File: config.mk
export PLATFORM = sky130hd
export DESIGN_NAME = skdecode_top
export DESIGN_NICKNAME = d
export VERILOG_FILES = /design/src/hdl/mem_types_pkg.sv /design/src/hdl/skdecode_pkg.sv /design/src/hdl/skdecode_if.sv /design/src/hdl/skdecode_ctrl.sv /design/src/hdl/s1s2_unpack.sv /design/src/hdl/t0_unpack.sv /design/src/hdl/skdecode_top.sv
export VERILOG_INCLUDE_DIRS = /design/src /design/src/hdl
export SDC_FILE = /design/constraint.sdc
export NUM_CORES = 1
export LEC_CHECK = 0
export BUFFER_PORTS_ARGS = -buffer_cell sky130_fd_sc_hd__buf_2
export CAP_MARGIN = 20
export CORE_ASPECT_RATIO = 0.6
export CORE_MARGIN = 4
export CORE_UTILIZATION = 23
export DETAILED_ROUTE_END_ITERATION = 7
export PLACE_DENSITY = 0.47
export SKIP_LAST_GASP = 1
export SYNTH_ARGS = -nofsm -noshare
export SYNTH_HDL_FRONTEND = slang
export SYNTH_SLANG_ARGS = --single-unit
File: constraint.sdc
create_clock -name clk -period 4.85 [get_ports clk]
set_input_delay 0.485 -clock clk [delete_from_list [all_inputs] [get_ports clk]]
set_output_delay 0.485 -clock clk [all_outputs]
set_load 0.05 [all_outputs]
File: src/hdl/skdecode_settings.svh
// Scheme dimensions and memory sizes for the key decoder; include wherever a width is needed
`ifndef SKDECODE_SETTINGS_SVH
`define SKDECODE_SETTINGS_SVH

// ML-DSA scheme dimensions
`define SKD_L 7
`define SKD_K 8
`define SKD_N 256
`define SKD_ETA 2
`define SKD_Q 8380417

// Memory geometry
`define SKD_MEM_ADDR_W 15
`define SKD_KMEM_ADDR_W 14
`define SKD_KMEM_DATA_W 32
`define SKD_COEFF_W 24
// Four coefficients per polynomial word
`define SKD_MEM_DATA_W 96

`endif

File: src/hdl/mem_types_pkg.sv
// Memory request types shared by every block that drives the key or polynomial memory
`default_nettype none

`include "skdecode_settings.svh"

package mem_types_pkg;

    typedef enum logic [1:0] {
        RW_IDLE  = 2'b00,
        RW_READ  = 2'b01,
        RW_WRITE = 2'b10
    } mem_rw_mode_e;

    // Polynomial memory port request
    typedef struct packed {
        mem_rw_mode_e                rd_wr_en;
        logic [`SKD_MEM_ADDR_W-1:0]  addr;
    } mem_req_t;

    // Key memory port request
    typedef struct packed {
        mem_rw_mode_e                rd_wr_en;
        logic [`SKD_KMEM_ADDR_W-1:0] addr;
    } kmem_req_t;

endpackage

`default_nettype wire

File: src/hdl/skdecode_pkg.sv
// State encodings and coefficient arithmetic for the key decoder, imported by its blocks
`default_nettype none

`include "skdecode_settings.svh"

package skdecode_pkg;

    typedef logic [`SKD_COEFF_W-1:0] coeff_t;

    typedef enum logic [2:0] {
        SKDEC_RD_IDLE, SKDEC_RD_S1, SKDEC_RD_S2, SKDEC_RD_T0, SKDEC_RD_STAGE
    } skdec_rd_state_e;

    typedef enum logic [2:0] {
        SKDEC_WR_IDLE, SKDEC_WR_S1, SKDEC_WR_S2, SKDEC_WR_T0, SKDEC_WR_STAGE
    } skdec_wr_state_e;

    // Constant minus field, folded into [0, q)
    function automatic coeff_t sub_mod_q(input logic [12:0] c, input logic [12:0] f);
        if (f > c) begin
            return coeff_t'(`SKD_Q) - coeff_t'(f - c);
        end else begin
            return coeff_t'(c - f);
        end
    endfunction

endpackage

`default_nettype wire

File: src/hdl/skdecode_if.sv
// Control and status strobes between the decoder controller and the s1/s2 unpacker
`timescale 1ns/100ps
`default_nettype none

interface skdecode_if;

    // Key word present this cycle
    logic enable;
    // Fourth phase of a group, drain only
    logic buf_stall;
    // One strobe per written word pair
    logic valid;
    // Bad field seen in that word pair
    logic error;

    modport ctrl (output enable, output buf_stall, input valid, input error);

    modport unpack (input enable, input buf_stall, output valid, output error);

endinterface

`default_nettype wire

File: src/hdl/skdecode_ctrl.sv
// Read and write state machines of the key decoder; drives both memories and the unpackers
`timescale 1ns/100ps
`default_nettype none

`include "skdecode_settings.svh"

module skdecode_ctrl (
    input  wire                          clk,
    input  wire                          reset_n,
    input  wire                          zeroize,
    input  wire                          skdecode_enable,
    input  wire [`SKD_KMEM_ADDR_W-1:0]   src_base_addr,
    input  wire [`SKD_MEM_ADDR_W-1:0]    dest_base_addr,
    skdecode_if.ctrl                     s1s2,
    input  wire                          t0_valid,
    input  wire                          t0_buf_stall,
    output logic                         t0_enable,
    output mem_types_pkg::mem_req_t      mem_a_wr_req,
    output mem_types_pkg::mem_req_t      mem_b_wr_req,
    output mem_types_pkg::kmem_req_t     kmem_a_rd_req,
    output mem_types_pkg::kmem_req_t     kmem_b_rd_req,
    output logic                         skdecode_done,
    output logic                         skdecode_error
);
    import mem_types_pkg::*;
    import skdecode_pkg::*;

    // Polynomials x N / coefficients per cycle
    localparam logic [8:0] S1_LAST = 9'(`SKD_L * `SKD_N / 8 - 1);
    localparam logic [8:0] S2_LAST = 9'(`SKD_K * `SKD_N / 8 - 1);
    // t0 counts issued reads, 64 key bits each
    localparam logic [8:0] T0_LAST = 9'(`SKD_K * `SKD_N * 13 / 64 - 1);

    // Destination word where each segment ends
    localparam logic [`SKD_MEM_ADDR_W-1:0] S1_END = `SKD_MEM_ADDR_W'(64 * `SKD_L);
    localparam logic [`SKD_MEM_ADDR_W-1:0] S2_END = `SKD_MEM_ADDR_W'(64 * (`SKD_L + `SKD_K));
    localparam logic [`SKD_MEM_ADDR_W-1:0] T0_END =
        `SKD_MEM_ADDR_W'(64 * (`SKD_L + 2 * `SKD_K));

    skdec_rd_state_e rd_state, rd_state_nxt;
    skdec_wr_state_e wr_state, wr_state_nxt;
    skdec_wr_state_e seg_done;

    logic [8:0]                  rd_count;
    logic [8:0]                  rd_last;
    logic [1:0]                  stall_count;
    logic [`SKD_KMEM_ADDR_W-1:0] kmem_rd_addr;
    logic [`SKD_MEM_ADDR_W-1:0]  wr_word;
    logic [`SKD_MEM_ADDR_W-1:0]  wr_end;
    logic s1s2_rd, t0_rd, rd_issue, phase_stall, rd_seg_last;
    logic start, both_staged, s1s2_wr, wr_valid, wr_seg_full;

    always_comb begin
        s1s2_rd     = (rd_state == SKDEC_RD_S1) || (rd_state == SKDEC_RD_S2);
        phase_stall = s1s2_rd && (stall_count == 2'd3);
        t0_rd       = (rd_state == SKDEC_RD_T0) && !t0_buf_stall;
        rd_issue    = (s1s2_rd && !phase_stall) || t0_rd;
        case (rd_state)
            SKDEC_RD_S1: rd_last = S1_LAST;
            SKDEC_RD_S2: rd_last = S2_LAST;
            default:     rd_last = T0_LAST;
        endcase
        rd_seg_last = (s1s2_rd || t0_rd) && (rd_count == rd_last);

        s1s2_wr  = (wr_state == SKDEC_WR_S1) || (wr_state == SKDEC_WR_S2);
        wr_valid = (s1s2_wr && s1s2.valid) || ((wr_state == SKDEC_WR_T0) && t0_valid);
        case (wr_state)
            SKDEC_WR_S1: wr_end = S1_END;
            SKDEC_WR_S2: wr_end = S2_END;
            default:     wr_end = T0_END;
        endcase
        // Segment closes once reads are staged and the last word is in
        wr_seg_full = (wr_word == wr_end) && !wr_valid && (rd_state == SKDEC_RD_STAGE);

        start       = skdecode_enable && (wr_state == SKDEC_WR_IDLE);
        both_staged = (rd_state == SKDEC_RD_STAGE) && (wr_state == SKDEC_WR_STAGE);
    end

    // ------------------------------------------------------------------
    // Read machine
    // ------------------------------------------------------------------
    always_comb begin
        rd_state_nxt = rd_state;
        unique case (rd_state)
            SKDEC_RD_IDLE: begin
                if (start) rd_state_nxt = SKDEC_RD_S1;
            end
            SKDEC_RD_S1, SKDEC_RD_S2, SKDEC_RD_T0: begin
                if (rd_seg_last) rd_state_nxt = SKDEC_RD_STAGE;
            end
            default: begin
                if (both_staged) begin
                    rd_state_nxt = (seg_done == SKDEC_WR_S1) ? SKDEC_RD_S2 :
                                   (seg_done == SKDEC_WR_S2) ? SKDEC_RD_T0 : SKDEC_RD_IDLE;
                end
            end
        endcase
    end

    always_ff @(posedge clk or negedge reset_n) begin
        if (!reset_n) begin
            rd_state     <= SKDEC_RD_IDLE;
            rd_count     <= '0;
            stall_count  <= '0;
            kmem_rd_addr <= '0;
        end else if (zeroize) begin
            rd_state     <= SKDEC_RD_IDLE;
            rd_count     <= '0;
            stall_count  <= '0;
            kmem_rd_addr <= '0;
        end else begin
            rd_state <= rd_state_nxt;
            if (s1s2_rd || t0_rd) begin
                rd_count <= rd_seg_last ? 9'd0 : rd_count + 9'd1;
            end
            // Four-phase group, three reads and one drain
            stall_count <= s1s2_rd ? stall_count + 2'd1 : 2'd0;
            if (rd_state == SKDEC_RD_IDLE) begin
                kmem_rd_addr <= '0;
            end else if (rd_issue) begin
                kmem_rd_addr <= kmem_rd_addr + (t0_rd ? `SKD_KMEM_ADDR_W'(2) :
                                                        `SKD_KMEM_ADDR_W'(1));
            end
        end
    end

    // ------------------------------------------------------------------
    // Write machine
    // ------------------------------------------------------------------
    always_comb begin
        wr_state_nxt = wr_state;
        unique case (wr_state)
            SKDEC_WR_IDLE: begin
                if (start) wr_state_nxt = SKDEC_WR_S1;
            end
            SKDEC_WR_S1, SKDEC_WR_S2, SKDEC_WR_T0: begin
                if (wr_seg_full) wr_state_nxt = SKDEC_WR_STAGE;
            end
            default: begin
                if (both_staged) begin
                    wr_state_nxt = (seg_done == SKDEC_WR_S1) ? SKDEC_WR_S2 :
                                   (seg_done == SKDEC_WR_S2) ? SKDEC_WR_T0 : SKDEC_WR_IDLE;
                end
            end
        endcase
    end

    always_ff @(posedge clk or negedge reset_n) begin
        if (!reset_n) begin
            wr_state       <= SKDEC_WR_IDLE;
            seg_done       <= SKDEC_WR_IDLE;
            wr_word        <= '0;
            skdecode_error <= 1'b0;
            s1s2.enable    <= 1'b0;
            s1s2.buf_stall <= 1'b0;
            t0_enable      <= 1'b0;
        end else if (zeroize) begin
            wr_state       <= SKDEC_WR_IDLE;
            seg_done       <= SKDEC_WR_IDLE;
            wr_word        <= '0;
            skdecode_error <= 1'b0;
            s1s2.enable    <= 1'b0;
            s1s2.buf_stall <= 1'b0;
            t0_enable      <= 1'b0;
        end else begin
            wr_state <= wr_state_nxt;
            if (wr_seg_full) seg_done <= wr_state;
            // Running word index, s1/s2 write a pair per valid
            if (wr_state == SKDEC_WR_IDLE) begin
                wr_word <= '0;
            end else if (wr_valid) begin
                wr_word <= wr_word + (s1s2_wr ? `SKD_MEM_ADDR_W'(2) : `SKD_MEM_ADDR_W'(1));
            end
            if (start) begin
                skdecode_error <= 1'b0;
            end else if (s1s2_wr && s1s2.valid && s1s2.error) begin
                skdecode_error <= 1'b1;
            end
            // Aligned with key data one cycle after the read
            s1s2.enable    <= s1s2_rd && !phase_stall;
            s1s2.buf_stall <= phase_stall;
            t0_enable      <= t0_rd;
        end
    end

    always_comb begin
        mem_a_wr_req.rd_wr_en  = wr_valid ? RW_WRITE : RW_IDLE;
        mem_a_wr_req.addr      = dest_base_addr + wr_word;
        // Port b only carries the odd word of an s1/s2 pair
        mem_b_wr_req.rd_wr_en  = (wr_valid && s1s2_wr) ? RW_WRITE : RW_IDLE;
        mem_b_wr_req.addr      = dest_base_addr + wr_word + `SKD_MEM_ADDR_W'(1);
        kmem_a_rd_req.rd_wr_en = rd_issue ? RW_READ : RW_IDLE;
        kmem_a_rd_req.addr     = src_base_addr + kmem_rd_addr;
        kmem_b_rd_req.rd_wr_en = t0_rd ? RW_READ : RW_IDLE;
        kmem_b_rd_req.addr     = src_base_addr + kmem_rd_addr + `SKD_KMEM_ADDR_W'(1);
        skdecode_done          = (wr_state == SKDEC_WR_IDLE);
    end

endmodule

`default_nettype wire

File: src/hdl/s1s2_unpack.sv
// Unpacks 3-bit s1/s2 fields from key words into eight coefficients per valid strobe
`timescale 1ns/100ps
`default_nettype none

`include "skdecode_settings.svh"

module s1s2_unpack (
    input  wire                          clk,
    input  wire                          reset_n,
    input  wire                          zeroize,
    skdecode_if.unpack                   ctl,
    input  wire [`SKD_KMEM_DATA_W-1:0]   kmem_rd_data,
    output logic [`SKD_MEM_DATA_W-1:0]   wr_data_a,
    output logic [`SKD_MEM_DATA_W-1:0]   wr_data_b
);
    import skdecode_pkg::*;

    logic [63:0]                  bit_buf;
    logic [63:0]                  merged;
    logic [5:0]                   fill;
    logic [8*`SKD_COEFF_W-1:0]    coeffs;
    logic                         emit;
    logic                         bad;

    assign emit = ctl.enable | ctl.buf_stall;

    always_comb begin
        merged = bit_buf;
        // New word lands above the bits still held
        if (ctl.enable) begin
            merged = bit_buf | (64'(kmem_rd_data) << fill);
        end
        bad = 1'b0;
        for (int i = 0; i < 8; i++) begin
            coeffs[i*`SKD_COEFF_W +: `SKD_COEFF_W] =
                sub_mod_q(13'(`SKD_ETA), 13'(merged[i*3 +: 3]));
            bad = bad | (merged[i*3 +: 3] > 3'(2 * `SKD_ETA));
        end
    end

    always_ff @(posedge clk or negedge reset_n) begin
        if (!reset_n) begin
            bit_buf   <= '0;
            fill      <= '0;
            ctl.valid <= 1'b0;
            ctl.error <= 1'b0;
        end else if (zeroize) begin
            bit_buf   <= '0;
            fill      <= '0;
            ctl.valid <= 1'b0;
            ctl.error <= 1'b0;
        end else begin
            if (emit) begin
                bit_buf <= merged >> 24;
                fill    <= ctl.enable ? fill + 6'd8 : fill - 6'd24;
            end
            ctl.valid <= emit;
            ctl.error <= emit & bad;
        end
    end

    always_ff @(posedge clk) begin
        if (emit) begin
            wr_data_a <= coeffs[`SKD_MEM_DATA_W-1:0];
            wr_data_b <= coeffs[2*`SKD_MEM_DATA_W-1:`SKD_MEM_DATA_W];
        end
    end

endmodule

`default_nettype wire

File: src/hdl/t0_unpack.sv
// Unpacks 13-bit t0 fields from key word pairs into four coefficients per valid strobe
`timescale 1ns/100ps
`default_nettype none

`include "skdecode_settings.svh"

module t0_unpack (
    input  wire                          clk,
    input  wire                          reset_n,
    input  wire                          zeroize,
    input  wire                          t0_enable,
    input  wire [`SKD_KMEM_DATA_W-1:0]   kmem_a_rd_data,
    input  wire [`SKD_KMEM_DATA_W-1:0]   kmem_b_rd_data,
    output logic                         t0_valid,
    output logic                         t0_buf_stall,
    output logic [`SKD_MEM_DATA_W-1:0]   wr_data
);
    import skdecode_pkg::*;

    logic [127:0]                 bit_buf;
    logic [127:0]                 merged;
    logic [7:0]                   fill;
    logic [7:0]                   fill_in;
    logic [`SKD_MEM_DATA_W-1:0]   coeffs;
    logic                         emit;

    // A read in flight may add 12 net bits before the next one lands
    assign t0_buf_stall = (fill > 8'd52);

    always_comb begin
        merged  = bit_buf;
        fill_in = fill;
        if (t0_enable) begin
            merged  = bit_buf | (128'({kmem_b_rd_data, kmem_a_rd_data}) << fill);
            fill_in = fill + 8'd64;
        end
        emit = (fill_in >= 8'd52);
        for (int i = 0; i < 4; i++) begin
            coeffs[i*`SKD_COEFF_W +: `SKD_COEFF_W] = sub_mod_q(13'd4096, merged[i*13 +: 13]);
        end
    end

    always_ff @(posedge clk or negedge reset_n) begin
        if (!reset_n) begin
            bit_buf  <= '0;
            fill     <= '0;
            t0_valid <= 1'b0;
        end else if (zeroize) begin
            bit_buf  <= '0;
            fill     <= '0;
            t0_valid <= 1'b0;
        end else begin
            // Enabled cycles always reach 52 bits, so no separate append path
            if (emit) begin
                bit_buf <= merged >> 52;
                fill    <= fill_in - 8'd52;
            end
            t0_valid <= emit;
        end
    end

    always_ff @(posedge clk) begin
        if (emit) wr_data <= coeffs;
    end

endmodule

`default_nettype wire

File: src/hdl/skdecode_top.sv
// Top of the secret-key decoder; instantiate with plain key and polynomial memory ports
`timescale 1ns/100ps
`default_nettype none

`include "skdecode_settings.svh"

module skdecode_top (
    input  wire                          clk,
    input  wire                          reset_n,
    input  wire                          zeroize,
    input  wire                          skdecode_enable,
    input  wire [`SKD_KMEM_ADDR_W-1:0]   src_base_addr,
    input  wire [`SKD_MEM_ADDR_W-1:0]    dest_base_addr,
    input  wire [`SKD_KMEM_DATA_W-1:0]   kmem_a_rd_data,
    input  wire [`SKD_KMEM_DATA_W-1:0]   kmem_b_rd_data,
    output logic                         kmem_a_rd_en,
    output logic [`SKD_KMEM_ADDR_W-1:0]  kmem_a_rd_addr,
    output logic                         kmem_b_rd_en,
    output logic [`SKD_KMEM_ADDR_W-1:0]  kmem_b_rd_addr,
    output logic                         mem_a_wr_en,
    output logic [`SKD_MEM_ADDR_W-1:0]   mem_a_wr_addr,
    output logic [`SKD_MEM_DATA_W-1:0]   mem_a_wr_data,
    output logic                         mem_b_wr_en,
    output logic [`SKD_MEM_ADDR_W-1:0]   mem_b_wr_addr,
    output logic [`SKD_MEM_DATA_W-1:0]   mem_b_wr_data,
    output logic                         skdecode_done,
    output logic                         skdecode_error
);
    import mem_types_pkg::*;

    mem_req_t                   mem_a_wr_req, mem_b_wr_req;
    kmem_req_t                  kmem_a_rd_req, kmem_b_rd_req;
    logic                       t0_enable, t0_valid, t0_buf_stall;
    logic [`SKD_MEM_DATA_W-1:0] s1s2_data_a, s1s2_data_b, t0_data;

    skdecode_if s1s2_if ();

    skdecode_ctrl skdecode_ctrl_i (
        .clk, .reset_n, .zeroize, .skdecode_enable, .src_base_addr, .dest_base_addr,
        .s1s2 (s1s2_if.ctrl),
        .t0_valid, .t0_buf_stall, .t0_enable,
        .mem_a_wr_req, .mem_b_wr_req, .kmem_a_rd_req, .kmem_b_rd_req,
        .skdecode_done, .skdecode_error
    );

    s1s2_unpack s1s2_unpack_i (
        .clk, .reset_n, .zeroize,
        .ctl          (s1s2_if.unpack),
        .kmem_rd_data (kmem_a_rd_data),
        .wr_data_a    (s1s2_data_a),
        .wr_data_b    (s1s2_data_b)
    );

    t0_unpack t0_unpack_i (
        .clk, .reset_n, .zeroize, .t0_enable, .kmem_a_rd_data, .kmem_b_rd_data,
        .t0_valid, .t0_buf_stall,
        .wr_data (t0_data)
    );

    // Flatten requests to plain memory ports
    always_comb begin
        kmem_a_rd_en   = (kmem_a_rd_req.rd_wr_en == RW_READ);
        kmem_a_rd_addr = kmem_a_rd_req.addr;
        kmem_b_rd_en   = (kmem_b_rd_req.rd_wr_en == RW_READ);
        kmem_b_rd_addr = kmem_b_rd_req.addr;
        mem_a_wr_en    = (mem_a_wr_req.rd_wr_en == RW_WRITE);
        mem_a_wr_addr  = mem_a_wr_req.addr;
        // Only one unpacker strobes valid at a time
        mem_a_wr_data  = t0_valid ? t0_data : s1s2_data_a;
        mem_b_wr_en    = (mem_b_wr_req.rd_wr_en == RW_WRITE);
        mem_b_wr_addr  = mem_b_wr_req.addr;
        mem_b_wr_data  = s1s2_data_b;
    end

endmodule

`default_nettype wire

# --- Word-level counts from Yosys, hierarchy flattened ---
# Cells that the tools add are included.
# W data, S select, Z words.
word_totals:
  out_inout_bits: 256
  word_cells: 225
  register_bits: 550
classes:
  n_mux: 65
  eq_ne: 21
  n_reduce_logical: 35
  shift: 2
  order_cmp: 22
  n_addsub: 48
  bitwise: 11
op_table:
  columns: ["operator", "n"]
  rows:
  - ["$mux W128", 3]
  - ["$mux W24", 12]
  - ["$sub A23 B24 Y24 const A", 12]
  - ["$mux W64", 3]
  - ["$or A128 B128 Y128", 1]
  - ["$shl A64 B8 Y128", 1]
  - ["$mux W96", 1]
  - ["$or A64 B64 Y64", 1]
  - ["$shl A32 B6 Y64", 1]
  - ["$sub A13 B13 Y14 const A", 4]
  - ["$sub A13 B13 Y14 const B", 4]
  - ["$gt A13 B13 Y1 const B", 4]
  - ["$mux W15", 3]
  - ["$mux W14", 3]
  - ["$sub A2 B3 Y4 const A", 8]
  - ["$sub A3 B2 Y4 const B", 8]
  - ["$add A15 B15 Y15", 2]
  - ["$add A14 B14 Y14", 2]
  - ["$mux W3", 9]
  - ["$mux W9", 3]
  - ["$gt A3 B2 Y1 const B", 8]
  - ["$gt A3 B3 Y1 const B", 8]
  - ["$mux W8", 3]
  - ["$pmux W11 S2", 1]
  - ["34 further kinds", 99]

# --- Logic depth before layout (Yosys ltp) ---
# Gate-level depths: netlist (run 1).
logic_depth:
  depth_word: 13
  mapped_depth: 16

# --- By module ---
# Synthesis (run 1) repeated with hierarchy kept, for this count alone.
hier_totals:
  cells_unflattened: 2559
  hier_area_um2: 23960.5
modules_own_cells:
  columns: ["module", "area_each_um2", "cells_each", "instances", "seq_area_each_um2"]
  rows:
  - ["t0_unpack", 12084.1, 1295, 1, 4359.2]
  - ["s1s2_unpack", 5859.4, 607, 1, 2567.5]
  - ["skdecode_ctrl", 4629.4, 546, 1, 1326.3]
  - ["skdecode_top", 1387.6, 111, 1, 0.0]

# --- Worst setup path before layout (run 1) ---
# No wires, ideal clock.
synth_timing:
  path_kind: "input to output"
  from: "input port dest_base_addr[0]"
  to: "output port mem_b_wr_addr[14]"
  cell_stages: 10
  n_path_buf: 0
  slack_ns: -0.112
  t_required_ns: 4.365
  arrival_time_ns: 4.477
  path_cell_list: "ha_1 -> fa_1 -> a21oi_1 -> o21ai_0 -> a2111oi_0 -> nor2_1 -> xor2_1 -> nand4_1 -> nor4_1 -> xor2_1"
synth_between:
  elab_chain_len: 2
synth_rtl:
  columns: ["item", "line", "source"]
  rows:
  - ["from (decl)", "skdecode_top.sv:13", "input wire [`SKD_MEM_ADDR_W-1:0] dest_base_addr,"]
  - ["$add A15 B15 Y15", null, null]
  - ["net mem_a_wr_addr[8]", "skdecode_top.sv:21", "output logic [`SKD_MEM_ADDR_W-1:0] mem_a_wr_addr,"]
  - ["$add A15 B1 Y15", "skdecode_ctrl.sv:191", "mem_b_wr_req.addr = dest_base_addr + wr_word + `SKD_MEM_ADDR_W'(1);"]
  - ["to (decl)", "skdecode_top.sv:24", "output logic [`SKD_MEM_ADDR_W-1:0] mem_b_wr_addr,"]
# The timed path passes the listed nets, and every way through them passes these cells.

# --- Final worst setup path (run 1) ---
layout_timing:
  from: "register skdecode_ctrl_i.wr_word[0]"
  to: "output port mem_b_wr_addr[14]"
layout_between:
  elab_chain_len: 2
layout_rtl:
  columns: ["item", "line", "source"]
  rows:
  - ["from (decl)", "skdecode_ctrl.sv:48", "logic [`SKD_MEM_ADDR_W-1:0] wr_word;"]
  - ["from (signal assigned)", "skdecode_ctrl.sv:172", "wr_word <= wr_word + (s1s2_wr ? `SKD_MEM_ADDR_W'(2) : `SKD_MEM_ADDR_W'(1));"]
  - ["$add A15 B15 Y15", "skdecode_ctrl.sv:191", null]
  - ["$add A15 B1 Y15", "skdecode_ctrl.sv:191", null]
# No other way between the ends.

==> run summary, run 1 <==
setup TNS = 0 ns
full die area = 102,000 um^2
Crit path max-delay family = compound AO/OA/AOI/OAI gates
crit-path max cell delay = 0.44 ns
Synth area leader = dfrtp_1
average wire per standard cell = 23.3 um
Total Power = 11.6 mW
DRT Pass-1 Iters = 8
initial antenna violation count = 26
H-Tree Level Count = 2
Placer Congestion = 0.980
cell with the most instances after synthesis = nand2_1
clk_skew = 0.0352 ns
I/O Buffers = 352
required time of the critical path = 4.37 ns
Worst path most repeated cell = xor2_1
Post-CTS Setup Inserts = 0
Setup-failing EPs final = 0
fmax = 222 MHz
vias = 20,500
Layout fillers = 10,400
Non-Filler Instances = 4,036
Synthesis Warnings = 0
die width = 410 um
Area Overhead vs Synth = 18.2%
VDD IR max = 0.000260 V
worst-margin pin slew = 1.03 ns
core box area = 96,200 um^2
clock tree buffer depth = 3
post-synth top area share = 0.203
hold crit path type = input port to register
initial DRC count = 2,360
Final period util = 0.931
LEAKAGE = 11.0 nW
Area contributors post-synth = dfrtp_1 (20%), edfxtp_1 (16%), nand2_1 (5.6%)
CP arrival = 4.03 ns
Post-Route Utilization = 0.274
final hold vios = 0
area of the multi-input gates = 12,800 um^2
Initial Utilization = 0.232
Clock Latency Late Sink = 0.59 ns
Inst Count DP = 3,955
unrepaired setup endpoints after global routing = false
final global-route overflow total = 0
I/O Pins = 353
vias in the first global route = 19,000
sequential standard cell area = 8030 um^2
Slowest cell on crit path = a2111oi_1
largest net degree at the start of global routing = 87
Final Max Tran Viols = 0
outcome = complete, no violations
first-pass GRT wire length = 137 mm
TritonCTS sink count = 297
CP Cell Sequence = ha_1 > fa_1 > a21oi_1 > o21ai_0 > a2111oi_1 > buf_4 > nor3_1 > o32ai_2 > xor2_1 > nor4_1 > xor2_1 > buf_2
max_slew headroom = 0.306
Max FO, Critical Path = 4
EDFF count, synth = 116
list of most frequent post-synthesis cells = nand2_1 (332), nor2_1 (204), dfrtp_1 (181), a21oi_1 (166), o21ai_0 (160)
Net count, final = 2,848
Die Span Y = 249 um
Yosys reg bits = 297
main flop type after synthesis = dfrtp_1
DR vias/cell = 5.08
clk root buf = clkbuf_16
Synth Instances = 2,462
Seq/Total Area, Yosys = 0.359
CP Class = register to output pin
Total GRT Usage = 0.177
synthesized area per cell = 9.07 um^2
site row count = 88
drt total wl = 94.2 mm
Worst-path clk slew = 0.06 ns
TritonCTS buffer count = 38
PD cells = 441 nW/um^2
Post-synth ARST share = 0.609
max-cap violations = 0
layout cells sized above 1 = 0.246
Distinct cells, synth = 84
CTS tree = done
Worst setup SP type = register
Period minus WS final = 4.51 ns
DRT antenna net count = 0
R2R Setup Slk = 0.59 ns
Syn Std Cell Area = 22,300 um^2
hpwl dp = 72.3 mm
Crit. End Element = output pin
DRC = 0
CP bufs+invs = 2
state kept, by name, summed over array words and instances (netlist names), 2 cells and up:
name                          flops
t0_unpack_i.bit_buf              76
t0_unpack_i.wr_data              68
s1s2_unpack_i.bit_buf            40
s1s2_unpack_i.wr_data_a          24
s1s2_unpack_i.wr_data_b          24
skdecode_ctrl_i.wr_word          15
skdecode_ctrl_i.kmem_rd_addr     14
skdecode_ctrl_i.rd_count          9
t0_unpack_i.fill                  6
s1s2_unpack_i.fill                3
skdecode_ctrl_i.rd_state          3
skdecode_ctrl_i.seg_done          3
skdecode_ctrl_i.wr_state          3
skdecode_ctrl_i.stall_count       2
layout make-up:
type,count,share of cell area
Antenna cell,10,0.000948
Tap cell,1305,0.0618
Inverter,53,0.00758
Clock inverter,12,0.00512
Multi-Input combinational cell,1866,0.485
Timing Repair Buffer,436,0.0943
Sequential cell,297,0.304
Clock buffer,57,0.0414
cell usage in the layout (no fill, tap or decap), types with 12 or more instances in the layout:
cell type | netlist | routed
buf_2 | 14 | 351
mux4_2 | 47 | 47
or2_2 | 13 | 13
a21oi_1 | 166 | 166
mux2i_1 | 122 | 122
or3_1 | 18 | 18
a211oi_1 | 34 | 34
nor2_1 | 204 | 202
nand4_1 | 20 | 20
nor4_1 | 12 | 12
a22oi_1 | 56 | 56
ha_1 | 55 | 55
nor3b_1 | 13 | 13
nand2_1 | 332 | 332
o22ai_1 | 34 | 34
clkbuf_1 | 105 | 13
inv_1 | 53 | 51
a31oi_1 | 13 | 13
a221o_1 | 21 | 21
nand3_1 | 40 | 39
and2_1 | 18 | 18
and3_1 | 21 | 21
nor2b_1 | 26 | 26
a21o_1 | 18 | 18
clkbuf_16 | 0 | 39
dfrtp_1 | 181 | 176
o21ai_0 | 160 | 160
xnor2_1 | 62 | 62
xor2_1 | 55 | 54
buf_4 | 102 | 76
nor3_1 | 41 | 41
mux2_2 | 76 | 76
nand2b_1 | 19 | 19
edfxtp_1 | 116 | 116
path summary, 6_finish.rpt:
kind | startpoint | endpoint | cells past startpoint
max in group asynchronous | reset_n | t0_unpack_i.fill[3]$_DFFE_PN0N_ | 3
worst max-delay path | skdecode_ctrl_i.wr_word[0]$_DFFE_PN0P_ | mem_b_wr_addr[14] | 12
min in group asynchronous | reset_n | s1s2_unpack_i.bit_buf[14]$_DFFE_PN0N_ | 2
worst min register to register | skdecode_ctrl_i.stall_count[0]$_DFF_PN0_ | skdecode_ctrl_i.stall_count[0]$_DFF_PN0_ | 1
worst max register to register | t0_unpack_i.fill[3]$_DFFE_PN0N_ | t0_unpack_i.wr_data[53]$_DFFE_PP_ | 10
worst min-delay path | skdecode_enable | skdecode_ctrl_i.skdecode_error$_DFFE_PN0P_ | 2
worst register-to-register path, cell delays in order, from the launching register on:
cell and delay, ns:
dfrtp_4 0.81, buf_4 0.43, mux4_2 0.47, mux2_2 0.40, a21oi_1 0.30, ha_1 0.38
nand4_1 0.24, o31ai_4 0.36, a21boi_1 0.21, a311oi_1 0.30, a211oi_1 0.07
metrics by stage:
stage,setup slack [ns],hold slack [ns],area [um^2]
after floorplan,0.0144,0.189,22400
after global placement,0.578,0.438,25100
after detailed placement,0.644,0.434,25100
after CTS,0.139,0.0926,26400
after global routing,0.0894,0.113,26400
final,0.336,0.135,26400
cell families (layout without fill, tap and decap cells):
| family | after synthesis | count (layout) | share of synthesized area |
|---|---|---|---|
| compound gates | 623 | 623 | 0.180 |
| mux | 247 | 247 | 0.142 |
| flops | 297 | 297 | 0.359 |
| other cells | 1 | 18 | 0.000168 |
| xor+xnor | 117 | 117 | 0.0459 |
| simple gates | 812 | 812 | 0.168 |
| buf+inv | 306 | 558 | 0.0717 |
| fa+ha+maj | 59 | 59 | 0.0344 |
per-layer routing:
metal  share of wire  vias to the layer above  track usage
li1                -                     9381            -
met1            0.48                     9952        0.271
met2            0.37                     1000        0.224
met3            0.12                      144       0.0725
met4           0.022                       12       0.0363
met5         0.00055                        -            0
power by group:
| part | total [mW] | internal [mW] | switching (mW) |
|---|---|---|---|
| Combinational | 5.54 | 1.54 | 4.00 |
| Sequential | 3.21 | 2.94 | 0.271 |
| Clock | 2.89 | 1.68 | 1.21 |
| Total | 11.6 | 6.16 | 5.49 |
what timing repair did:
action                                  CTS  global route
gates resized for setup                   0             3
hold buffers                              1             0
endpoints found under the setup margin    0             2
hold endpoints to repair                 54             0
(Power assumes the default switching activity.)
==> inputs of run 2 (changes only) <==
- PLACE_DENSITY: 0.47 -> 0.46
- SYNTH_HIERARCHICAL: unset -> 1
==> run 2 against run 1 <==
Die area rose by 7.1%. Register-to-register slack got worse by 0.05 ns. Via count rose by 2.1%. Maximum frequency rose by 4.3%. Sequential power rose by 7.8%. Non-clock buffer count fell by 3. Clock power rose by 6%. Clock skew fell by 0.013 ns. Count of clock-buffer cells in the layout fell by 7. Critical path depth fell by 1. Routed wire length rose by 2.2%. Highest routed layer unchanged.
==> run summary, run 2 <==
CP arrival = 3.84 ns
Initial Utilization = 0.233
sequential standard cell area = 8270 um^2
Crit path max-delay family = compound AO/OA/AOI/OAI gates
Gate power share = 0.473
Die Span Y = 258 um
EDFF count, synth = 124
Flop pwr share = 0.280
initial DRC count = 2,865
Place WS = 0.652 ns
largest net degree at the start of global routing = 83
Net Sw Frac = 0.468
Area Overhead vs Synth = 14.3%
site row count = 91
worst hold endpoint = t0_unpack_i/fill[6]$_DFFE_PN0N_
die width = 425 um
Psw = 5.77 mW
DRT antenna net count = 0
Clock Power Share = 0.247
reg2reg end = t0_unpack_i/wr_data[78]$_DFFE_PP_
full die area = 110,000 um^2
Total Power = 12.3 mW
Inst Count DP = 4,074
Top Registers = t0_unpack_i/bit_buf: 76 flops, t0_unpack_i/wr_data: 76 flops, s1s2_unpack_i/bit_buf: 40 flops
clk_skew = 0.0222 ns
post-CTS sizing = 0
worst r2r src = t0_unpack_i/fill[3]$_DFFE_PN0N_
unrepaired setup endpoints after global routing = false
Crit. End Element = output pin
Placer Congestion = 0.988
required time of the critical path = 4.37 ns
average wire per standard cell = 23.2 um
R2R Setup Slk = 0.54 ns
Seq/Total Area, Yosys = 0.344
VDD IR max = 0.000190 V
DR vias/cell = 5.03
post-synth top area share = 0.189
Synthesis Warnings = 6
synthesized area per cell = 9.36 um^2
Hold Crit Start = zeroize
vias = 20,900
Int Power = 6.57 mW
Net count, final = 2,870
Distinct cells, synth = 117
Synth Instances = 2,559
Final period util = 0.893
clk root buf = clkbuf_16
Post-synth ARST share = 0.593
TritonCTS buffer count = 38
worst setup margin = 0.521 ns
Area contributors post-synth = dfrtp_1 (19%), edfxtp_1 (16%), buf_4 (5.8%)
LEAKAGE = 11.3 nW
CP bufs+invs = 1
main flop type after synthesis = dfrtp_1
initial antenna violation count = 25
max-cap violations = 0
core box area = 103,000 um^2
PD cells = 451 nW/um^2
CTS tree = done
first-pass GRT wire length = 139 mm
Setup-failing EPs final = 0
worst-margin pin slew = 1.13 ns
Synth area leader = dfrtp_1
Worst-path clk slew = 0.06 ns
crit-path max cell delay = 0.44 ns
Syn Std Cell Area = 24,000 um^2
outcome = complete, no violations
final global-route overflow total = 0
hpwl dp = 74.0 mm
Hold Path Stages = 2
TritonCTS sink count = 305
Period minus WS final = 4.33 ns
Final Max Tran Viols = 0
most common cell after layout, fill and taps aside = buf_2
final hold vios = 0
Post-CTS Setup Inserts = 0
drt total wl = 96.3 mm
CP Cell Sequence = ha_1 > fa_1 > a211oi_2 > o21ai_0 > a21o_1 > a21oi_1 > xnor2_1 > nand4_1 > nor4_1 > xor2_1 > buf_2
I/O Buffers = 352
list of most frequent post-synthesis cells = nand2_1 (231), nor2_1 (231), buf_4 (186), dfrtp_1 (181), a21oi_1 (160)
fmax = 231 MHz
hold crit path type = input port to register
area of the multi-input gates = 13,400 um^2
leading cell types in the layout, fill and taps excluded = buf_2 (351), nor2_1 (230), nand2_1 (230)
Worst setup startpoint = skdecode_ctrl_i/wr_word[0]$_DFFE_PN0P_
FF-to-FF path depth = 12
Non-Filler Instances = 4,158
Yosys reg bits = 305
Max FO, Critical Path = 5
Total GRT Usage = 0.168
DRT Pass-1 Iters = 6
clock tree buffer depth = 3
DRC = 0
Clock Latency Late Sink = 0.58 ns
Slowest cell on crit path = fa_1
vias in the first global route = 19,200
H-Tree Level Count = 2
Worst setup SP type = register
Layout fillers = 11,000
max_slew headroom = 0.249
I/O Pins = 353
layout cells sized above 1 = 0.261
setup TNS = 0 ns
CP Class = register to output pin
[run 2: cell types whose count changed after synthesis, moves of 15 or more]
cell / before / now
mux2_4: 1 / 44
nand2_1: 332 / 231
buf_1: 25 / 6
mux4_2: 47 / 27
buf_2: 14 / 29
nor2_1: 204 / 231
clkbuf_1: 105 / 77
a22oi_1: 56 / 40
buf_4: 102 / 186
[run 2: what timing repair did]
item,in CTS,in global routing
hold buffers,1,0
endpoints found under the setup margin,0,0
hold endpoints to repair,23,0
[run 2: kinds of logic (layout without fill, tap and decap cells)]
| family | after synthesis | in the layout | synth area share |
|---|---|---|---|
| xor+xnor | 117 | 117 | 0.0428 |
| simple gates | 758 | 758 | 0.153 |
| other cells | 3 | 27 | 0.000470 |
| mux | 299 | 299 | 0.154 |
| fa+ha+maj | 51 | 51 | 0.0279 |
| buf+inv | 384 | 564 | 0.101 |
| compound gates | 642 | 642 | 0.177 |
| flops | 305 | 305 | 0.344 |
[run 2: layout make-up]
cell class / instances / area share
repair buffers: 433 / 0.0892
clock inverters: 20 / 0.00932
clock buffers: 50 / 0.0382
diodes: 11 / 0.00101
flip-flops and latches: 305 / 0.302
multi-input cells: 1883 / 0.488
well taps: 1395 / 0.0637
inverters: 61 / 0.00841
[run 2: worst reg2reg max path, cell delays in order (launching register included)]
cell and delay, ns:
dfrtp_4 0.91, mux2i_1 0.41, o21ai_1 0.32, mux2i_1 0.24
o22ai_1 0.16, a21oi_2 0.51, ha_1 0.26, nor3b_1 0.27
and4b_4 0.33, a21oi_4 0.09, mux2i_2 0.31, nor2_1 0.09
xor2_1 0.16
[run 2: power groups by stage]
stage          registers (mW)  clock network, mW  logic, mW
4_1_cts                  3.47               3.16       5.75
3_5_place_dp             3.51                  0       5.73
2_1_floorplan            3.44                  0       4.49
6_report                 3.46               3.05       5.83
3_3_place_gp             3.51                  0       5.77
5_1_grt                  3.51               3.24       6.08
[run 2: worst max-delay path by stage]
stage                                              endpoint  cells past startpoint
after floorplan                          kmem_b_rd_addr[13]                      9
after global placement    t0_unpack_i/wr_data[28]$_DFFE_PP_                     11
after detailed placement  t0_unpack_i/wr_data[28]$_DFFE_PP_                     10
after CTS                                 mem_b_wr_addr[14]                     11
after global routing                      mem_b_wr_addr[14]                     11
final                                     mem_b_wr_addr[14]                     11
[run 2: layer usage]
metal | share of wire | wire (um) | global-route usage
met1 | 0.47 | 44900 | 0.250
met2 | 0.41 | 39400 | 0.237
met3 | 0.10 | 9800 | 0.0463
met4 | 0.022 | 2160 | 0.0432
met5 | 0.00028 | 27 | 0
[run 2: stage by stage]
stage	hold slack, ns	cell area (um^2)	utilization
CTS	0.206	27300	0.265
floorplan	0.189	24000	-
detailed placement	0.429	26000	0.253
finish	0.231	27400	0.266
global route	0.232	27400	0.266
global placement	0.427	26000	0.253
